`config.mk`:
```
export PLATFORM = sky130hd
export DESIGN_NAME = sram_fifo_top
export DESIGN_NICKNAME = d
export VERILOG_FILES = /design/src/verilog/sram_fifo_pkg.sv /design/src/verilog/sram_fifo_regs.sv /design/src/verilog/sram_fifo_ptrs.sv /design/src/verilog/sram_fifo_reader.sv /design/src/verilog/sram_fifo_top.sv
export VERILOG_INCLUDE_DIRS = /design/src /design/src/verilog
export SDC_FILE = /design/constraint.sdc
export NUM_CORES = 1
export LEC_CHECK = 0
export ABC_CLOCK_PERIOD_IN_PS = 5000
export BUFFER_PORTS_ARGS = -buffer_cell sky130_fd_sc_hd__buf_4
export CAP_MARGIN = 25
export CELL_PAD_IN_SITES_DETAIL_PLACEMENT = 0
export CELL_PAD_IN_SITES_GLOBAL_PLACEMENT = 1
export CORE_UTILIZATION = 43
export CTS_CLUSTER_DIAMETER = 60
export DETAILED_ROUTE_END_ITERATION = 6
export PLACE_DENSITY_LB_ADDON = 0.15
export REMOVE_ABC_BUFFERS = 1
export SYNTH_ARGS = -nofsm -noshare
export SYNTH_HDL_FRONTEND = slang
export SYNTH_SLANG_ARGS = --single-unit
```
`constraint.sdc`:
```
create_clock -name BUS_CLK -period 5 [get_ports BUS_CLK]
set_input_delay 1 -clock BUS_CLK [delete_from_list [all_inputs] [get_ports BUS_CLK]]
set_output_delay 1 -clock BUS_CLK [all_outputs]
set_load 0.005 [all_outputs]
```
`src/verilog/sram_fifo_params.svh`:
```
//~~~~~~~~~~~~~~~~~~~~~~~~~~~~~~~~~~~~~~~~~~~~~~~~~~~~~~~~~~~~~~~~~~~~~~~~~~
// SRAM FIFO build constants: ring depth, SRAM address width and the
// default near-full / near-empty thresholds in percent
//~~~~~~~~~~~~~~~~~~~~~~~~~~~~~~~~~~~~~~~~~~~~~~~~~~~~~~~~~~~~~~~~~~~~~~~~~~

`ifndef SRAM_FIFO_PARAMS_SVH
`define SRAM_FIFO_PARAMS_SVH

// half-words in the ring, kept small so full is reached quickly
`define SRAM_FIFO_DEPTH 64

// external SRAM address bus
`define SRAM_ADDR_W 20

// thresholds in percent, scaled to 1/256 steps in the register block
`define SRAM_FULL_PCT_DEF 95
`define SRAM_EMPTY_PCT_DEF 5

`endif

```
`src/verilog/sram_fifo_pkg.sv`:
```
//~~~~~~~~~~~~~~~~~~~~~~~~~~~~~~~~~~~~~~~~~~~~~~~~~~~~~~~~~~~~~~~~~~~~~~~~~~
// SRAM FIFO types: register bus request, SRAM request and fill level view
//~~~~~~~~~~~~~~~~~~~~~~~~~~~~~~~~~~~~~~~~~~~~~~~~~~~~~~~~~~~~~~~~~~~~~~~~~~

`include "sram_fifo_params.svh"

package sram_fifo_pkg;

    typedef logic [`SRAM_ADDR_W-1:0] sram_addr_t;

    typedef struct packed {
        logic [15:0] addr;
        logic [7:0]  data;          // write data
        logic        rd;
        logic        wr;
    } bus_req_t;

    typedef struct packed {
        sram_addr_t  addr;
        logic [15:0] data;          // write data
        logic        we;            // level, one half-word per cycle
        logic        oe;
    } sram_req_t;

    typedef struct packed {
        logic [7:0] hi;
        logic [7:0] mid;
        logic [7:0] lo;
    } size_bytes_t;

    // fill level, compared as a count or read back byte by byte
    typedef union packed {
        logic [23:0] count;
        size_bytes_t bytes;
    } fifo_size_u;

endpackage

```
`src/verilog/sram_fifo_regs.sv`:
```
//~~~~~~~~~~~~~~~~~~~~~~~~~~~~~~~~~~~~~~~~~~~~~~~~~~~~~~~~~~~~~~~~~~~~~~~~~~
// SRAM FIFO register block: soft reset, thresholds with near-full
// hysteresis, fill level readback and read error counter
//~~~~~~~~~~~~~~~~~~~~~~~~~~~~~~~~~~~~~~~~~~~~~~~~~~~~~~~~~~~~~~~~~~~~~~~~~~

`timescale 1ns/1ps

`include "sram_fifo_params.svh"

module sram_fifo_regs
    import sram_fifo_pkg::*;
(
    input  logic       BUS_CLK,
    input  logic       RST,
    input  bus_req_t   bus,
    output logic [7:0] bus_data_out,
    input  fifo_size_u fifo_size,
    input  logic       read_error,
    output logic       fifo_rst,
    output logic       fifo_near_full,
    output logic       fifo_read_error
);

    localparam logic [7:0] FULL_THR_DEF  = 8'(`SRAM_FULL_PCT_DEF * 255 / 100);
    localparam logic [7:0] EMPTY_THR_DEF = 8'(`SRAM_EMPTY_PCT_DEF * 255 / 100);
    localparam logic [23:0] DEPTH_W      = 24'(`SRAM_FIFO_DEPTH);

    logic [7:0]  full_thr;
    logic [7:0]  empty_thr;
    logic [7:0]  err_cnt;
    logic [23:0] full_lvl;
    logic [23:0] empty_lvl;

    assign fifo_rst = RST | (bus.wr && bus.addr == 16'd0); // address 0 is soft reset

    // thresholds at 1 and 2, soft reset restores the defaults too
    always_ff @(posedge BUS_CLK) begin
        if (fifo_rst) begin
            full_thr  <= FULL_THR_DEF;
            empty_thr <= EMPTY_THR_DEF;
        end else if (bus.wr) begin
            if (bus.addr == 16'd1)
                full_thr <= bus.data;
            if (bus.addr == 16'd2)
                empty_thr <= bus.data;
        end
    end

    always_ff @(posedge BUS_CLK) begin
        if (bus.rd) begin
            case (bus.addr)
                16'd1:   bus_data_out <= fifo_size.bytes.hi;
                16'd2:   bus_data_out <= fifo_size.bytes.mid;
                16'd3:   bus_data_out <= fifo_size.bytes.lo;
                16'd4:   bus_data_out <= err_cnt;
                default: bus_data_out <= 8'h00;
            endcase
        end
    end

    always_ff @(posedge BUS_CLK) begin
        if (fifo_rst)
            err_cnt <= 8'h00;
        else if (read_error && err_cnt != 8'hff)
            err_cnt <= err_cnt + 8'h01; // saturates
    end

    assign fifo_read_error = (err_cnt != 8'h00);

    // levels in half-words, thresholds are fractions of 256
    assign full_lvl  = ((24'(full_thr) + 24'd1) * DEPTH_W) >> 8;
    assign empty_lvl = ((24'(empty_thr) + 24'd1) * DEPTH_W) >> 8;

    always_ff @(posedge BUS_CLK) begin
        if (fifo_rst)
            fifo_near_full <= 1'b0;
        else if (fifo_size.count >= full_lvl)
            fifo_near_full <= 1'b1;
        else if (fifo_size.count <= empty_lvl || fifo_size.count == 24'd0)
            fifo_near_full <= 1'b0;
    end

endmodule

```
`src/verilog/sram_fifo_ptrs.sv`:
```
//~~~~~~~~~~~~~~~~~~~~~~~~~~~~~~~~~~~~~~~~~~~~~~~~~~~~~~~~~~~~~~~~~~~~~~~~~~
// SRAM FIFO pointers: write sequencing of 32-bit source words as two
// half-words, ring pointers, full and empty flags and fill level
//~~~~~~~~~~~~~~~~~~~~~~~~~~~~~~~~~~~~~~~~~~~~~~~~~~~~~~~~~~~~~~~~~~~~~~~~~~

`timescale 1ns/1ps

`include "sram_fifo_params.svh"

module sram_fifo_ptrs
    import sram_fifo_pkg::*;
(
    input  logic       BUS_CLK,
    input  logic       fifo_rst,
    input  logic       fifo_empty_in,
    input  logic       rd_grant,
    output logic       wr_req,
    output sram_addr_t wr_addr,
    output sram_addr_t rd_addr,
    output logic       wr_half,
    output logic       fifo_read_next,
    output logic       empty,
    output logic       fifo_full,
    output fifo_size_u fifo_size
);

    localparam sram_addr_t DEPTH_A = sram_addr_t'(`SRAM_FIFO_DEPTH);
    localparam sram_addr_t LAST_A  = sram_addr_t'(`SRAM_FIFO_DEPTH - 1);

    sram_addr_t wr_ptr;
    sram_addr_t rd_ptr;
    sram_addr_t wr_ptr_nxt;
    sram_addr_t rd_ptr_nxt;
    sram_addr_t fill;
    logic       wr_go;

    always_comb begin
        if (wr_ptr == LAST_A)
            wr_ptr_nxt = '0;
        else
            wr_ptr_nxt = wr_ptr + 1'b1;

        if (rd_ptr == LAST_A)
            rd_ptr_nxt = '0;
        else
            rd_ptr_nxt = rd_ptr + 1'b1;
    end

    assign empty     = (wr_ptr == rd_ptr);
    assign fifo_full = (wr_ptr_nxt == rd_ptr); // one slot stays free

    assign wr_req  = !fifo_empty_in && !fifo_full;
    assign wr_go   = wr_req && !rd_grant;  // reads win the SRAM
    assign wr_half = wr_ptr[0];            // 0 = high half

    // source word done once its low half is stored
    assign fifo_read_next = wr_go && wr_ptr[0];

    always_ff @(posedge BUS_CLK) begin
        if (fifo_rst)
            wr_ptr <= '0;
        else if (wr_go)
            wr_ptr <= wr_ptr_nxt;
    end

    always_ff @(posedge BUS_CLK) begin
        if (fifo_rst)
            rd_ptr <= '0;
        else if (rd_grant)
            rd_ptr <= rd_ptr_nxt;
    end

    assign wr_addr = wr_ptr;
    assign rd_addr = rd_ptr;

    always_comb begin
        if (wr_ptr >= rd_ptr)
            fill = wr_ptr - rd_ptr;
        else
            fill = wr_ptr + (DEPTH_A - rd_ptr); // wrapped
    end

    always_ff @(posedge BUS_CLK) begin
        if (fifo_rst)
            fifo_size.count <= 24'd0;
        else
            fifo_size.count <= 24'(fill);
    end

endmodule

```
`src/verilog/sram_fifo_reader.sv`:
```
//~~~~~~~~~~~~~~~~~~~~~~~~~~~~~~~~~~~~~~~~~~~~~~~~~~~~~~~~~~~~~~~~~~~~~~~~~~
// SRAM FIFO reader: fetches half-words from SRAM and hands them to the
// consumer as bytes, high byte first
//~~~~~~~~~~~~~~~~~~~~~~~~~~~~~~~~~~~~~~~~~~~~~~~~~~~~~~~~~~~~~~~~~~~~~~~~~~

`timescale 1ns/1ps

module sram_fifo_reader (
    input  logic        BUS_CLK,
    input  logic        fifo_rst,
    input  logic        empty,
    input  logic [15:0] sram_data_in,
    input  logic        usb_read,
    output logic        rd_grant,
    output logic [7:0]  usb_data,
    output logic        usb_valid,
    output logic        read_error
);

    typedef enum logic [1:0] {
        RD_TRY  = 2'd0,
        RD_READ = 2'd1,
        RD_HOLD = 2'd2
    } rd_state_t;

    rd_state_t   state;
    rd_state_t   state_nxt;
    logic [15:0] data_q;
    logic        byte_sel;     // 1 once the high byte is gone
    logic        last_byte;

    assign last_byte = usb_read && byte_sel;

    always_ff @(posedge BUS_CLK) begin
        if (fifo_rst)
            state <= RD_TRY;
        else
            state <= state_nxt;
    end

    always_comb begin
        state_nxt = state;
        case (state)
            RD_TRY:
                if (!empty)
                    state_nxt = RD_READ;
            RD_READ:
                state_nxt = RD_HOLD;
            RD_HOLD:
                if (last_byte)
                    state_nxt = empty ? RD_TRY : RD_READ; // skip try when data waits
            default:
                state_nxt = RD_TRY;
        endcase
    end

    assign rd_grant  = (state == RD_READ);
    assign usb_valid = (state == RD_HOLD);

    always_ff @(posedge BUS_CLK) begin
        if (rd_grant)
            data_q <= sram_data_in; // sram output is combinational
    end

    always_ff @(posedge BUS_CLK) begin
        if (fifo_rst)
            byte_sel <= 1'b0;
        else if (rd_grant)
            byte_sel <= 1'b0;
        else if (usb_valid && usb_read)
            byte_sel <= ~byte_sel;
    end

    assign usb_data   = byte_sel ? data_q[7:0] : data_q[15:8];
    assign read_error = usb_read && !usb_valid; // nothing to hand out

endmodule

```
`src/verilog/sram_fifo_top.sv`:
```
//~~~~~~~~~~~~~~~~~~~~~~~~~~~~~~~~~~~~~~~~~~~~~~~~~~~~~~~~~~~~~~~~~~~~~~~~~~
// SRAM FIFO core top: register block, pointer logic and reader sharing
// one external 16-bit SRAM, reads taking priority over writes
//~~~~~~~~~~~~~~~~~~~~~~~~~~~~~~~~~~~~~~~~~~~~~~~~~~~~~~~~~~~~~~~~~~~~~~~~~~

`timescale 1ns/1ps

module sram_fifo_top
    import sram_fifo_pkg::*;
(
    input  logic        BUS_CLK,
    input  logic        RST,
    input  bus_req_t    bus,
    output logic [7:0]  bus_data_out,
    output sram_req_t   sram,
    input  logic [15:0] sram_data_in,
    input  logic        fifo_empty_in,
    input  logic [31:0] fifo_data,
    output logic        fifo_read_next,
    input  logic        usb_read,
    output logic [7:0]  usb_data,
    output logic        usb_valid,
    output logic        fifo_not_empty,
    output logic        fifo_full,
    output logic        fifo_near_full,
    output logic        fifo_read_error
);

    logic       fifo_rst;
    fifo_size_u fifo_size;
    logic       empty;
    logic       wr_req;
    logic       wr_half;
    sram_addr_t wr_addr;
    sram_addr_t rd_addr;
    logic       rd_grant;
    logic       read_error;

    sram_fifo_regs u_regs (
        .BUS_CLK         (BUS_CLK),
        .RST             (RST),
        .bus             (bus),
        .bus_data_out    (bus_data_out),
        .fifo_size       (fifo_size),
        .read_error      (read_error),
        .fifo_rst        (fifo_rst),
        .fifo_near_full  (fifo_near_full),
        .fifo_read_error (fifo_read_error)
    );

    sram_fifo_ptrs u_ptrs (
        .BUS_CLK        (BUS_CLK),
        .fifo_rst       (fifo_rst),
        .fifo_empty_in  (fifo_empty_in),
        .rd_grant       (rd_grant),
        .wr_req         (wr_req),
        .wr_addr        (wr_addr),
        .rd_addr        (rd_addr),
        .wr_half        (wr_half),
        .fifo_read_next (fifo_read_next),
        .empty          (empty),
        .fifo_full      (fifo_full),
        .fifo_size      (fifo_size)
    );

    sram_fifo_reader u_reader (
        .BUS_CLK      (BUS_CLK),
        .fifo_rst     (fifo_rst),
        .empty        (empty),
        .sram_data_in (sram_data_in),
        .usb_read     (usb_read),
        .rd_grant     (rd_grant),
        .usb_data     (usb_data),
        .usb_valid    (usb_valid),
        .read_error   (read_error)
    );

    // one SRAM port, read pointer owns it during rd_grant
    always_comb begin
        sram.addr = rd_grant ? rd_addr : wr_addr;
        sram.data = wr_half ? fifo_data[15:0] : fifo_data[31:16]; // high half first
        sram.we   = wr_req && !rd_grant;
        sram.oe   = rd_grant;
    end

    assign fifo_not_empty = !empty;

endmodule

```
==> reports/qor.yml <==
final_common_cell: "buf_4"
layout_common_cells: "149 x buf_4, 101 x nand2_1, 98 x nor2_1, 88 x dfxtp_1, 64 x inv_1"
min_period_over_period: 0.924
yosysTopAreaCell: "dfxtp_1"
syn_area_per_cell_um2: 8.38
antennaDiodeCount: 0
drt_pass1_iterations: 5
syn_area_mm2: 0.00841
fin_tns_setup_ns: 0
synthTopCellsByArea: "dfxtp_1 21%, edfxtp_1 8.6%, ha_1 8.5%"
worstPathArrival_ns: 3.62
clk_latency_ns: 0.36
ys_warn_count: 0
detail-route-antenna-nets: 0
wire_per_inst_um: 16.9
netlist_instances: 1003
ys_ff_latch: 112
via_count: 7548
worst_pin_slew_ns: 0.950
fp.dieW_um: 142
post_cts_resized: 0
io_buffers: 137
grt_use_total: 0.235
postCtsSetupRepairBufs: 0
setup_viol: 0
clkTransAtPathRegs_ns: 0.08
rsz0062_at_grt: "false"
initial_core_util: 0.444
critical_path_class: "register to primary output"
hpwl_um: 18300
hold_viol_final: 0
io_pins: 138
drv_slew: 0
grt_pass1_vias: 7068
total_power_w: 0.00292
clock-sinks: 112
power.leakage_nw: 3.91
fmax_mhz: 216
gp_congestion: 0.887
ys.flop_type: "dfxtp_1"
crit_chain: "nand4_1, buf_4, or4_4, a2111oi_4, a211o_1, nor3b_2, or4b_4, o21ai_4, inv_2, buf_4"
cp_max_fo: 15
holdBufCountCts: 0
synth_edf_count: 24
cpPeakStageDelay_ns: 0.58
startpoint_type: "register"
dieArea_mm2: 0.0201
crit_buf_inv: 3
critPathTopFamily: "simple AND/OR/NAND/NOR gates"
cp_common_cell: "buf_4"
dr.first_iter.drc_count: 400
cts_made_buffers: 9
area_growth_syn_to_layout_pct: 18.4
ys_seq_area_frac: 0.295
grt_max_degree: 50
hold_path.class: "register to register"
clock_tree.root_cell: "clkbuf_16"
slew_headroom: 0.367
maxCapViolations: 0
fin_crit_ns: 4.62
clock_skew_ns: 0.0106
clock_path_buffers: 2
die_h_um: 142
synth_top_area_frac: 0.209
row_count: 50
outcome: "complete, no violations"
grt_overflow: 0
route.detailed.drc: 0
synthArstFlopShare: 0
grt_pass1_wl_um: 37000
slowest_stage: "dfxtp_1"
endpoint_kind: "primary output"
core_mm2: 0.0190
vias_per_cell: 5.45
peakVddDrop_mv: 0.373
worst_ep_required_time_ns: 4.00
synth_cell_types: 75
cts_tree: "done"
nNetsFinal: 1273
routed_wl_um: 23300
hold_slack_ns: 0.483
antenna_found_initial: 0
h-tree-depth: 3
cellPowerDensity_mw_per_mm2: 293
drive_above_1_share: 0.186
[flip-flops by register name, indices dropped and copies added (netlist names)]
signal                 cells
u_ptrs.fifo_size          20
u_regs.err_cnt             8
u_regs.fifo_near_full      1
u_reader.byte_sel          1
u_regs.bus_data_out        8
u_ptrs.rd_addr            20
u_regs.empty_thr           8
u_reader.state             2
u_regs.full_thr            8
u_reader.data_q           16
u_ptrs.wr_addr            20
[cells in the mapped netlist, types with 10 or more instances]
library cell / instances
nor2_1: 98
edfxtp_1: 24
xnor2_1: 52
a211oi_1: 10
o21ai_0: 46
dfxtp_1: 88
clkbuf_1: 27
a21oi_1: 60
or4_1: 10
a31oi_1: 11
inv_1: 64
nand3_1: 37
nor4_1: 20
nand2_1: 101
ha_1: 57
mux2_2: 26
nor3_1: 24
nand2b_1: 11
fa_1: 19
mux2i_1: 20
nand4_1: 23
xor2_1: 30
[where the power goes]
group / total (W) / switching (W) / internal [W]
registers: 0.00111 / 0.0000854 / 0.00103
clock network: 0.000742 / 0.000351 / 0.000391
logic: 0.00107 / 0.000579 / 0.000488
[cells by family (layout without fill, tap and decap cells)]
group,Yosys count,in the layout,share of synthesized area
adder cells (fa/ha/maj),76,76,0.130
XOR/XNOR,82,82,0.0854
multiplexers,46,46,0.0586
buffers and inverters,111,232,0.0545
AO/OA/AOI/OAI,203,203,0.157
flip-flops,112,112,0.295
AND/OR/NAND/NOR,373,373,0.219
[tightest hold or removal path, cell delays in order, from the launching register on]
cell and delay (ns):
dfxtp_1 0.33, nand2_1 0.06, a21oi_1 0.06
[through the flow]
step	util	setup slack [ns]	cells	cell area, um^2
finish	0.525	0.380	1384	9960
global route	0.525	0.201	1384	9960
floorplan	-	0.630	958	8200
detailed placement	0.510	0.774	1368	9660
CTS	0.525	0.368	1384	9960
global placement	0.509	0.846	1367	9650
[final cells by class]
class,instances,area [um^2]
inverters,66,248
multi-input cells,780,5480
fillers,1798,8990
well taps,260,325
clock buffers,10,229
clock inverters,6,67.6
repair buffers,150,1130
flip-flops and latches,112,2480
[per-layer routing]
layer / wire (um) / share of wire / GRT usage
met1: 10800 / 0.46 / 0.320
met4: 332 / 0.014 / 0.0606
met3: 1020 / 0.044 / 0.0229
met2: 11100 / 0.48 / 0.397
met5: 0 / 0 / 0
[path summary, 6_finish.rpt]
kind                                    startpoint                  end  slack (ns)  cells past startpoint
worst min-delay path            u_regs.full_thr[0]   u_regs.full_thr[0]        0.48                      2
worst min register to register  u_regs.full_thr[0]   u_regs.full_thr[0]        0.48                      2
worst max-delay path             u_ptrs.wr_addr[2]              sram[1]        0.38                     10
worst max register to register   u_ptrs.wr_addr[0]  u_ptrs.fifo_size[2]        1.09                     13
No activity file was read; power rests on OpenSTA's default activity.
